--- src/logic/uart_cfg.svh ---
`ifndef UART_CFG_SVH
`define UART_CFG_SVH

// system clock in Hz, one period of 8 ns.
`define CLK_PER_SEC 125000000
// 16 clocks per bit at the system clock above.
`define DEFAULT_BAUD 7812500
// buffer entries, must be a power of two.
`define FIFO_DEPTH 8
`define WB_ADR_W 1

`endif

--- src/logic/uart_pkg.sv ---
`include "uart_cfg.svh"
`default_nettype none

package uart_pkg;

    typedef logic [7:0] byte_t;
    typedef logic [`WB_ADR_W-1:0] wb_adr_t; // 0 is the data register, 1 the level.
    typedef logic [$clog2(`FIFO_DEPTH)-1:0] fifo_ptr_t;
    typedef logic [$clog2(`FIFO_DEPTH):0] fifo_level_t;

    typedef enum logic [1:0] {
        rx_idle,
        rx_start,
        rx_data,
        rx_stop
    } rx_state_e;

    typedef enum logic [2:0] {
        tx_poll,
        tx_wait_level,
        tx_read,
        tx_wait_data,
        tx_shift
    } tx_state_e;

endpackage

`default_nettype wire

--- src/logic/wb_bus_if.sv ---
`timescale 1ns/1ps
`default_nettype none

interface wb_bus_if;

    logic cyc;
    logic stb;
    logic we;
    uart_pkg::wb_adr_t adr;
    uart_pkg::byte_t dat_w;
    uart_pkg::byte_t dat_r;
    logic ack;

    modport master (
        output cyc, stb, we, adr, dat_w,
        input dat_r, ack
    );

    modport slave (
        input cyc, stb, we, adr, dat_w,
        output dat_r, ack
    );

endinterface

`default_nettype wire

--- src/logic/uart_rx.sv ---
`timescale 1ns/1ps
`include "uart_cfg.svh"
`default_nettype none

module uart_rx #(
    parameter int clk_freq = `CLK_PER_SEC,
    parameter int baud = `DEFAULT_BAUD
) (
    input logic clk,
    input logic rstn,
    input logic rxd,
    output logic write_flag,
    output uart_pkg::byte_t read_data
);

    localparam int clk_per_bit = clk_freq / baud;
    localparam int clk_per_half = clk_per_bit / 2;
    localparam int cnt_w = $clog2(clk_per_bit);

    logic [4:0] sync;
    logic stable;
    logic line;
    logic [cnt_w-1:0] count;
    logic half_evt;
    logic bit_evt;
    logic [2:0] bit_idx;
    uart_pkg::byte_t shift;
    uart_pkg::rx_state_e state;

    // the synchronizer also filters chatter. the line only moves after five equal samples.
    assign stable = (sync == 5'b00000) || (sync == 5'b11111);
    assign half_evt = (count == cnt_w'(clk_per_half - 1));
    assign bit_evt = (count == cnt_w'(clk_per_bit - 1));

    always_ff @(posedge clk) begin
        if (!rstn) begin
            sync <= '1;
            line <= 1'b1;
        end else begin
            sync <= {sync[3:0], rxd};
            if (stable) begin
                line <= sync[4];
            end
        end
    end

    always_ff @(posedge clk) begin
        if (!rstn) begin
            count <= '0;
        end else if (state == uart_pkg::rx_idle || bit_evt ||
                     (state == uart_pkg::rx_start && half_evt)) begin
            count <= '0; // realign so data samples fall mid-bit.
        end else begin
            count <= count + cnt_w'(1);
        end
    end

    always_ff @(posedge clk) begin
        if (!rstn) begin
            state <= uart_pkg::rx_idle;
            bit_idx <= '0;
            write_flag <= 1'b0;
        end else begin
            write_flag <= 1'b0;
            case (state)
                uart_pkg::rx_idle: begin
                    if (line && stable && !sync[4]) begin
                        state <= uart_pkg::rx_start; // filtered falling edge.
                    end
                end
                uart_pkg::rx_start: begin
                    if (half_evt) begin
                        bit_idx <= '0;
                        state <= line ? uart_pkg::rx_idle : uart_pkg::rx_data;
                    end
                end
                uart_pkg::rx_data: begin
                    if (bit_evt) begin
                        bit_idx <= bit_idx + 3'd1;
                        if (bit_idx == 3'd7) begin
                            state <= uart_pkg::rx_stop;
                        end
                    end
                end
                uart_pkg::rx_stop: begin
                    if (bit_evt) begin
                        write_flag <= line; // a low stop bit drops the frame.
                        state <= uart_pkg::rx_idle;
                    end
                end
                default: state <= uart_pkg::rx_idle;
            endcase
        end
    end

    always_ff @(posedge clk) begin
        if (state == uart_pkg::rx_data && bit_evt) begin
            shift <= {line, shift[7:1]}; // lsb arrives first.
        end
        if (state == uart_pkg::rx_stop && bit_evt && line) begin
            read_data <= shift;
        end
    end

    a_flag_single: assert property (@(posedge clk) disable iff (!rstn)
        write_flag |=> !write_flag);

endmodule

`default_nettype wire

--- src/logic/rx_bus_writer.sv ---
`timescale 1ns/1ps
`default_nettype none

module rx_bus_writer (
    input logic clk,
    input logic rstn,
    input logic write_flag,
    input uart_pkg::byte_t read_data,
    wb_bus_if.master bus
);

    logic busy;
    uart_pkg::byte_t data_q;

    assign bus.cyc = busy;
    assign bus.stb = busy;
    assign bus.we = 1'b1;
    assign bus.adr = '0;
    assign bus.dat_w = data_q;

    always_ff @(posedge clk) begin
        if (!rstn) begin
            busy <= 1'b0;
        end else if (busy) begin
            if (bus.ack) begin
                busy <= 1'b0; // cyc drops in the cycle after ack.
            end
        end else if (write_flag) begin
            busy <= 1'b1;
        end
    end

    always_ff @(posedge clk) begin
        if (write_flag && !busy) begin
            data_q <= read_data;
        end
    end

    a_wb_hold: assert property (@(posedge clk) disable iff (!rstn)
        (bus.stb |-> bus.cyc) and
        (bus.stb && !bus.ack |=> $stable(bus.adr) && $stable(bus.dat_w)));

endmodule

`default_nettype wire

--- src/logic/uart_tx.sv ---
`timescale 1ns/1ps
`include "uart_cfg.svh"
`default_nettype none

module uart_tx #(
    parameter int clk_freq = `CLK_PER_SEC,
    parameter int baud = `DEFAULT_BAUD
) (
    input logic clk,
    input logic rstn,
    wb_bus_if.master bus,
    output logic txd
);

    localparam int clk_per_bit = clk_freq / baud;
    localparam int cnt_w = $clog2(clk_per_bit);

    uart_pkg::tx_state_e state;
    logic [cnt_w-1:0] count;
    logic [3:0] bit_idx;
    logic [9:0] frame;
    logic req;
    logic bit_evt;

    assign req = (state == uart_pkg::tx_wait_level) || (state == uart_pkg::tx_wait_data);
    assign bit_evt = (count == cnt_w'(clk_per_bit - 1));

    assign bus.cyc = req;
    assign bus.stb = req;
    assign bus.we = 1'b0;
    assign bus.adr = (state == uart_pkg::tx_wait_level) ? uart_pkg::wb_adr_t'(1) : '0;
    assign bus.dat_w = '0;
    assign txd = frame[0];

    always_ff @(posedge clk) begin
        if (!rstn) begin
            state <= uart_pkg::tx_poll;
            frame <= '1;
            count <= '0;
            bit_idx <= '0;
        end else begin
            case (state)
                uart_pkg::tx_poll: state <= uart_pkg::tx_wait_level;
                uart_pkg::tx_wait_level: begin
                    if (bus.ack) begin
                        state <= (bus.dat_r != '0) ? uart_pkg::tx_read : uart_pkg::tx_poll;
                    end
                end
                uart_pkg::tx_read: state <= uart_pkg::tx_wait_data;
                uart_pkg::tx_wait_data: begin
                    if (bus.ack) begin
                        frame <= {1'b1, bus.dat_r, 1'b0}; // stop, data, start.
                        count <= '0;
                        bit_idx <= '0;
                        state <= uart_pkg::tx_shift;
                    end
                end
                uart_pkg::tx_shift: begin
                    if (bit_evt) begin
                        count <= '0;
                        frame <= {1'b1, frame[9:1]};
                        bit_idx <= bit_idx + 4'd1;
                        if (bit_idx == 4'd9) begin
                            state <= uart_pkg::tx_poll;
                        end
                    end else begin
                        count <= count + cnt_w'(1);
                    end
                end
                default: state <= uart_pkg::tx_poll;
            endcase
        end
    end

    a_idle_high: assert property (@(posedge clk) disable iff (!rstn)
        state != uart_pkg::tx_shift |-> txd);

endmodule

`default_nettype wire

--- src/logic/wb_arbiter.sv ---
`timescale 1ns/1ps
`default_nettype none

module wb_arbiter (
    input logic clk,
    input logic rstn,
    wb_bus_if.slave m0,
    wb_bus_if.slave m1,
    wb_bus_if.master s
);

    logic busy;
    logic gnt;
    logic last;
    logic hold;
    logic pick;
    logic sel;

    // the grant stays while its master keeps cyc up. otherwise pick decides at once.
    assign hold = busy && (gnt ? m1.cyc : m0.cyc);
    assign pick = (m0.cyc && m1.cyc) ? !last : m1.cyc;
    assign sel = hold ? gnt : pick;

    assign s.cyc = sel ? m1.cyc : m0.cyc;
    assign s.stb = sel ? m1.stb : m0.stb;
    assign s.we = sel ? m1.we : m0.we;
    assign s.adr = sel ? m1.adr : m0.adr;
    assign s.dat_w = sel ? m1.dat_w : m0.dat_w;

    assign m0.ack = s.ack && !sel;
    assign m1.ack = s.ack && sel;
    assign m0.dat_r = sel ? '0 : s.dat_r;
    assign m1.dat_r = sel ? s.dat_r : '0;

    always_ff @(posedge clk) begin
        if (!rstn) begin
            busy <= 1'b0;
            gnt <= 1'b0;
            last <= 1'b0;
        end else begin
            busy <= s.cyc;
            gnt <= sel;
            if (s.ack) begin
                last <= sel; // the other master wins the next tie.
            end
        end
    end

    a_ack_route: assert property (@(posedge clk) disable iff (!rstn)
        s.ack |-> (sel == $past(sel)) && (m0.ack ? $past(m0.stb) : $past(m1.stb)));

endmodule

`default_nettype wire

--- src/logic/byte_fifo_slave.sv ---
`timescale 1ns/1ps
`include "uart_cfg.svh"
`default_nettype none

module byte_fifo_slave (
    input logic clk,
    input logic rstn,
    wb_bus_if.slave bus
);

    uart_pkg::byte_t mem [`FIFO_DEPTH];
    uart_pkg::fifo_ptr_t wr_ptr;
    uart_pkg::fifo_ptr_t rd_ptr;
    uart_pkg::fifo_level_t level;
    logic req;
    logic full;
    logic empty;
    logic do_push;
    logic do_pop;

    assign req = bus.cyc && bus.stb && !bus.ack;
    assign full = (level == uart_pkg::fifo_level_t'(`FIFO_DEPTH));
    assign empty = (level == '0);
    assign do_push = req && bus.we && (bus.adr == '0) && !full;
    assign do_pop = req && !bus.we && (bus.adr == '0) && !empty;

    always_ff @(posedge clk) begin
        if (!rstn) begin
            bus.ack <= 1'b0;
            wr_ptr <= '0;
            rd_ptr <= '0;
            level <= '0;
        end else begin
            bus.ack <= req && !(bus.we && (bus.adr == '0) && full); // full holds off the write.
            if (do_push) begin
                wr_ptr <= wr_ptr + 1'b1;
            end
            if (do_pop) begin
                rd_ptr <= rd_ptr + 1'b1;
            end
            if (do_push && !do_pop) begin
                level <= level + 1'b1;
            end else if (do_pop && !do_push) begin
                level <= level - 1'b1;
            end
        end
    end

    always_ff @(posedge clk) begin
        if (do_push) begin
            mem[wr_ptr] <= bus.dat_w;
        end
        if (req && !bus.we) begin
            if (bus.adr != '0) begin
                bus.dat_r <= uart_pkg::byte_t'(level);
            end else begin
                bus.dat_r <= empty ? '0 : mem[rd_ptr];
            end
        end
    end

    a_level_max: assert property (@(posedge clk) disable iff (!rstn)
        level <= uart_pkg::fifo_level_t'(`FIFO_DEPTH));

endmodule

`default_nettype wire

--- src/logic/uart_echo_top.sv ---
`timescale 1ns/1ps
`default_nettype none

module uart_echo_top (
    input logic clk,
    input logic rstn,
    input logic rxd,
    output logic txd
);

    logic write_flag;
    uart_pkg::byte_t read_data;

    wb_bus_if wr_bus ();
    wb_bus_if tx_bus ();
    wb_bus_if fifo_bus ();

    uart_rx rx0 (
        .clk(clk),
        .rstn(rstn),
        .rxd(rxd),
        .write_flag(write_flag),
        .read_data(read_data)
    );

    rx_bus_writer wr0 (
        .clk(clk),
        .rstn(rstn),
        .write_flag(write_flag),
        .read_data(read_data),
        .bus(wr_bus.master)
    );

    uart_tx tx0 (
        .clk(clk),
        .rstn(rstn),
        .bus(tx_bus.master),
        .txd(txd)
    );

    // the writer sits on m0 and the transmitter on m1.
    wb_arbiter arb0 (
        .clk(clk),
        .rstn(rstn),
        .m0(wr_bus.slave),
        .m1(tx_bus.slave),
        .s(fifo_bus.master)
    );

    byte_fifo_slave fifo0 (
        .clk(clk),
        .rstn(rstn),
        .bus(fifo_bus.slave)
    );

endmodule

`default_nettype wire

--- config.mk ---
export PLATFORM = sky130hd
export DESIGN_NAME = uart_echo_top
export DESIGN_NICKNAME = d
export VERILOG_FILES = /design/src/logic/uart_pkg.sv /design/src/logic/wb_bus_if.sv /design/src/logic/uart_rx.sv /design/src/logic/rx_bus_writer.sv /design/src/logic/uart_tx.sv /design/src/logic/wb_arbiter.sv /design/src/logic/byte_fifo_slave.sv /design/src/logic/uart_echo_top.sv
export VERILOG_INCLUDE_DIRS = /design/src /design/src/logic
export SDC_FILE = /design/constraint.sdc
export NUM_CORES = 1
export LEC_CHECK = 0
export BUFFER_PORTS_ARGS = -buffer_cell sky130_fd_sc_hd__buf_2
export CAP_MARGIN = 10
export CORE_MARGIN = 3
export CORE_UTILIZATION = 55
export CTS_CLUSTER_SIZE = 16
export DETAILED_ROUTE_END_ITERATION = 16
export PLACE_DENSITY = 0.81
export SYNTH_ARGS = -nofsm -noshare
export SYNTH_HDL_FRONTEND = slang
export SYNTH_SLANG_ARGS = --single-unit
--- constraint.sdc ---
create_clock -name clk -period 3.5 [get_ports clk]
set_input_delay 0.35 -clock clk [delete_from_list [all_inputs] [get_ports clk]]
set_output_delay 0.35 -clock clk [all_outputs]
set_load 0.02 [all_outputs]
==> flow_metrics.py, run 1 <==
metrics = {
    "run_status": {
        "status": "finished, final reports clean",
    },
    "worst_setup_path": {
        "cp-startpoint": "fifo0.level[0]",
        "critical_path_buf_inv_count": 2,
        "cp_common_cell": "ha_1",
        "crit_type": "reg2reg",
        "critical-path-top-delay-family": "compound AO/OA/AOI/OAI gates",
        "cp.depth": 10,
        "worst_path_max_delay_cell": "o41ai_1",
        "arrival_ps": 3430,
        "cp_cell_sequence": "o41ai_1 -> or3_1 -> inv_2 -> ha_1 -> inv_1 -> ha_1 -> a21oi_1 -> a211oi_1 -> a31oi_1 -> mux2i_1",
        "end_kind": "register",
        "crit_end": "fifo0.level[3]",
        "crit_required_ps": 3950,
        "slowest_delay_ps": 630,
        "r2r-end": "fifo0.level[3]",
        "reg2reg_depth": 10,
        "rrSetupSlack_ps": 510,
        "r2r-start": "fifo0.level[0]",
        "cp_max_fo": 9,
        "startpoint_type": "register",
    },
    "power": {
        "powerDensity_nw_per_um2": 546.9,
        "p_leak_nw": 2.241,
        "ir_drop_mv": 0.3741,
    },
    "global_route": {
        "antenna_found_initial": 0,
        "grt-ovfl-total": 0,
        "grt_pass1_wl_um": 17860,
        "grt_pass1_vias": 3577,
        "grt_max_degree": 26,
        "grt_util_all_layers_pct": 18.58,
    },
    "final_layout": {
        "final_common_cell": "edfxtp_1",
        "area.growth.synth_to_final_pct": 12.24,
        "fill_cells": 730,
        "drive_gt1_share_pct": 15.38,
        "n_antenna_cell": 0,
        "nets": 457,
        "multiInputGateArea_um2": 1937,
        "layout_common_cells": "edfxtp_1, dfxtp_1, nor2_1",
        "regArea_um2": 3964,
    },
    "die": {
        "num_rows": 37,
        "die-width_um": 110.8,
        "pin_count": 4,
        "die_h_um": 110.8,
        "die_area_um2": 12280,
        "core_um2": 10510,
        "start_util_pct": 57.48,
    },
    "synth": {
        "ys_seq_area_share_pct": 65.62,
        "syn_avg_cell_area_um2": 14.11,
        "synth_nets": 443,
        "netlist_area_um2": 6041,
        "ys_ff_latch": 150,
        "yosysWarningCount": 0,
        "synth_cells": 428,
        "synth.distinct_cells": 58,
        "synth-edff-count": 96,
        "async_flop_share_pct": 0,
        "ys.flop_type": "edfxtp_1",
    },
    "clocking": {
        "clkTransAtPathRegs_ps": 70,
        "htree_levels": 4,
        "clk_path_buf_depth": 2,
        "post_cts_resized": 0,
        "cts_tree": "yes",
        "cts_root_buf": "clkbuf_8",
        "clk-insertion-delay-late_ps": 520,
        "cts_buffers": 17,
        "clock-sinks": 150,
        "cts_setup_buffers": 0,
        "cts_hold_buffers": 1,
    },
    "sta": {
        "fmaxAchievable_mhz": 335.0,
        "maxSlewViolCount": 0,
        "skew_ps": 7.046,
        "fin_ws_ps": 514.7,
        "fin_crit_ps": 2985,
        "slew_headroom_pct": 37.14,
        "rsz0062_at_grt": "false",
        "final.period_utilization_pct": 85.29,
        "timing.final.hold_violations": 0,
        "setup_viol_count_final": 0,
        "tightest_slew_ps": 941.6,
        "setup_tns_ps": 0,
    },
    "placement": {
        "preCtsSetupSlack_ps": 601.2,
        "gp_congestion": 0.7761,
        "place.port_buffers": 3,
        "dp_hpwl_um": 6953,
    },
    "routing": {
        "drc": 0,
        "drt_iter0_markers": 219,
        "via_per_inst": 5.997,
        "ant_nets": 0,
        "vias": 3544,
        "wl_per_cell_um": 18.18,
        "wirelength_um": 10750,
        "drtPass1Iterations": 5,
    },
    "flow_run": {
        "maxCapViolations": 0,
    },
    "min_path": {
        "min_path_cells": 2,
        "hold_path.class": "in2reg",
    },
}
## worst min-delay path by stage
stage                                start                to  slack (ps)
after floorplan               rx0.shift[0]  rx0.read_data[0]         400
after global routing                  rstn          rx0.line         220
after CTS                             rstn          rx0.line         200
final                                 rstn          rx0.line         230
after detailed placement  rx0.read_data[0]  wr0.bus.dat_w[0]         400
after global placement    rx0.read_data[0]  wr0.bus.dat_w[0]         400
## synth_stat cells (4+ instances only)
master     count  area (µm²)
nand2b_1      11       68.82
and3_1         4       25.02
o2bb2ai_1      4       35.03
a21oi_1       20       100.1
mux4_2        16       360.4
nand2_1       22       82.58
o21ai_0        9       45.04
a221oi_1       7       61.31
nor3_1         9       45.04
and2_1         9       56.30
inv_1          6       22.52
nor4_1        11       68.82
buf_2          7       35.03
dfxtp_1       54        1081
clkbuf_1       8       30.03
nor4b_1        4       35.03
edfxtp_1      96        2883
ha_1          11       137.6
nor2_1        27       101.4
mux2i_1       15       150.1
a31oi_1        5       31.28
nand3_1       14       70.07
## sequential cells by signal, summed over array words and instances (netlist names), 4 cells and up, named ones only
register / count
tx0.bit_idx: 4
fifo0.mem: 64
rx0.count: 4
fifo0.level: 4
rx0.read_data: 8
rx0.shift: 8
fifo0.bus.dat_r: 8
wr0.bus.dat_w: 8
rx0.sync: 5
tx0.frame: 9
tx0.count: 4
## cell families after synthesis
| logic type | share of synthesized area, % |
|---|---|
| adder cells (fa/ha/maj) | 2.610 |
| XOR/XNOR | 0.8701 |
| buffers and inverters | 2.320 |
| AND/OR/NAND/NOR | 12.16 |
| flip-flops | 65.62 |
| AO/OA/AOI/OAI | 7.974 |
| multiplexers | 8.451 |
## power by group
part	leakage [nW]	switching, W	internal, W	total, W
clock network	0.276	0.000761	0.000945	0.00171
logic	0.648	0.0000629	0.0000290	0.0000919
registers	1.32	0.0000164	0.00189	0.00191
## per-layer routing
| metal | share of wire, % | wire, µm | global-route usage [%] | vias up |
|---|---|---|---|---|
| met5 | 0 | 0 | 0 | - |
| met4 | 0.99 | 106 | 6.076 | 0 |
| met3 | 5.0 | 535 | 5.186 | 11 |
| met2 | 51 | 5452 | 30.06 | 95 |
| met1 | 43 | 4650 | 24.42 | 1753 |
| li1 | - | - | - | 1685 |
## per-stage QoR
| stage | instances | power (W) | cell area [µm²] | utilization, % | hold slack (ps) |
|---|---|---|---|---|---|
| 2_1_floorplan | 428 | 0.002015 | 6041 | - | 400.3 |
| 3_5_place_dp | 558 | 0.002038 | 6198 | 58.98 | 404.5 |
| 6_report | 591 | 0.003708 | 6780 | 64.52 | 231.3 |
| 3_3_place_gp | 558 | 0.002032 | 6198 | 58.98 | 402.8 |
| 4_1_cts | 591 | 0.003739 | 6780 | 64.52 | 201.0 |
| 5_1_grt | 591 | 0.003828 | 6780 | 64.52 | 219.0 |
## cell type report
| class | instances | share of cell area, % |
|---|---|---|
| Inverter | 8 | 0.4429 |
| Timing Repair Buffer | 15 | 1.587 |
| Sequential cell | 150 | 58.46 |
| Clock inverter | 14 | 1.956 |
| Multi-Input combinational cell | 250 | 28.57 |
| Tap cell | 136 | 2.510 |
| Clock buffer | 18 | 6.477 |
(Power assumes the default switching activity.)
==> inputs of run 2 (changes only) <==
SLEW_MARGIN = 20   (was unset)
SYNTH_HIERARCHICAL = 1   (was unset)
==> run 2 against run 1 <==
Design area increased by 4.3%. Highest routed layer unchanged. Register-to-register slack got worse by 220 ps. First-iteration DRC count increased by 58%. Sequential power about the same.
==> flow_metrics.py, run 2 <==
metrics = {
    "global_route": {
        "grt_pass1_vias": 3578,
        "antenna_found_initial": 0,
        "grt_max_degree": 31,
        "grt-ovfl-total": 0,
        "grt_util_all_layers_pct": 17.20,
        "grt_pass1_wl_um": 17220,
    },
    "worst_setup_path": {
        "end_kind": "register",
        "arrival_ps": 3550,
        "r2r-end": "fifo0/level[3]",
        "crit_type": "reg2reg",
        "r2r-start": "tx0/state[2]",
        "crit_required_ps": 3850,
        "startpoint_type": "register",
        "reg2reg_depth": 13,
        "rrSetupSlack_ps": 290,
        "cp_max_fo": 12,
    },
    "final_layout": {
        "fin_area_um2": 7071,
        "n_antenna_cell": 0,
        "layout_common_cells": "edfxtp_1, dfxtp_1, nor2_1",
        "drive_gt1_share_pct": 15.51,
        "fill_cells": 784,
        "largestRegisters": "fifo0/mem x64, tx0/frame x9",
        "nets": 479,
        "regMostFlops": "fifo0/mem",
        "area.growth.synth_to_final_pct": 10.16,
        "final_common_cell": "edfxtp_1",
        "largest_reg_flops": 64,
    },
    "placement": {
        "place_area_um2": 6462,
        "place.port_buffers": 3,
        "dp_hpwl_um": 6788,
        "gp_congestion": 0.7352,
    },
    "clocking": {
        "post_cts_resized": 0,
        "cts_hold_buffers": 0,
        "clk_path_buf_depth": 2,
        "cts_tree": "yes",
        "clock-sinks": 150,
        "cts_setup_buffers": 0,
        "clkTransAtPathRegs_ps": 60,
        "cts_root_buf": "clkbuf_16",
        "clk-insertion-delay-late_ps": 420,
        "cts_buffers": 17,
        "htree_levels": 4,
    },
    "die": {
        "die_h_um": 114.0,
        "num_rows": 38,
        "pin_count": 4,
        "start_util_pct": 57.69,
        "die-width_um": 114.0,
        "die_area_um2": 13000,
        "core_um2": 11130,
    },
    "synth": {
        "synth_cells": 462,
        "netlist_area_um2": 6419,
        "yosysWarningCount": 6,
        "syn_avg_cell_area_um2": 13.89,
    },
    "power": {
        "combPwrFrac_pct": 2.6,
        "p_leak_nw": 2.464,
        "ir_drop_mv": 0.4422,
        "seqPwrFrac_pct": 49.3,
        "p_sw_share_pct": 21.68,
        "p_int_w": 0.003007,
        "powerDensity_nw_per_um2": 543.1,
        "clockPowerShare_pct": 48.1,
        "total_power_w": 0.003840,
        "p_sw_w": 0.0008324,
    },
    "sta": {
        "skew_ps": 8.264,
        "fmaxAchievable_mhz": 312.0,
        "final.period_utilization_pct": 91.58,
        "worst_hold_slack_ps": 112.7,
        "timing.final.hold_violations": 0,
        "slew_headroom_pct": 45.05,
        "setup_tns_ps": 0,
        "setup_viol_count_final": 0,
        "rsz0062_at_grt": "false",
        "fin_crit_ps": 3205,
        "maxSlewViolCount": 0,
        "tightest_slew_ps": 822.5,
    },
    "routing": {
        "wl_per_cell_um": 16.68,
        "vias": 3582,
        "via_per_inst": 5.806,
        "drtPass1Iterations": 4,
        "drt_iter0_markers": 345,
        "ant_nets": 0,
        "wirelength_um": 10290,
        "drc": 0,
    },
    "flow_run": {
        "maxCapViolations": 0,
    },
    "min_path": {
        "hold_path.class": "in2reg",
        "min_path_cells": 2,
        "min_from": "rxd",
        "holdPathEnd": "rx0/sync[0]",
    },
    "run_status": {
        "status": "finished, final reports clean",
    },
}
-- run 2: worst max-delay path by stage --
stage / cells past startpoint / start / to / slack (ps)
floorplan: 15 / tx0/state[0] / fifo0/level[3] / 160
global placement: 13 / tx0/state[2] / fifo0/level[3] / 440
detailed placement: 13 / tx0/state[2] / fifo0/level[3] / 310
CTS: 13 / tx0/state[2] / fifo0/level[3] / 280
global route: 13 / tx0/state[2] / fifo0/level[3] / 60
finish: 13 / tx0/state[2] / fifo0/level[3] / 290
-- run 2: worst max-delay path, stage by stage (launching register included) --
cell      delay (ps)
dfxtp_1          390
nor2b_1          270
inv_1            110
a31oi_4          290
mux2_2           430
nor4_4           290
inv_1             70
ha_1             190
inv_1            130
ha_1             280
a21oi_1          190
a211oi_1         100
a31oi_1          200
mux2i_1          200
-- run 2: area by class of cell --
cell class | instances | area, µm² | area share (%)
Timing Repair Buffer | 10 | 67.56 | 0.9556
Clock inverter | 15 | 182.7 | 2.584
Multi-Input combinational cell | 274 | 2215 | 31.32
Inverter | 11 | 41.29 | 0.5840
Tap cell | 140 | 175.2 | 2.477
Clock buffer | 17 | 425.4 | 6.017
Sequential cell | 150 | 3964 | 56.06
-- run 2: power groups by stage --
stage	combinational [W]	sequential [W]	clock, W
2_1_floorplan	0.0000898	0.00193	0
4_1_cts	0.0000996	0.00189	0.00188
3_3_place_gp	0.0000942	0.00193	0
3_5_place_dp	0.0000986	0.00193	0
6_report	0.0000999	0.00189	0.00185
5_1_grt	0.000110	0.00189	0.00196
-- run 2: through the flow --
stage / worst slack [ps] / utilization [%] / cells
floorplan: 160.9 / - / 470
global placement: 435.7 / 58.09 / 585
detailed placement: 310.2 / 58.09 / 585
CTS: 281.7 / 63.55 / 617
global route: 57.23 / 63.55 / 617
finish: 294.6 / 63.55 / 617
-- run 2: layer usage --
layer / wire, µm / share of wire, % / global-route usage, %
met2: 5462 / 53 / 29.47
met4: 125 / 1.2 / 7.126
met5: 0 / 0 / 0
met1: 4310 / 42 / 21.01
met3: 393 / 3.8 / 3.979
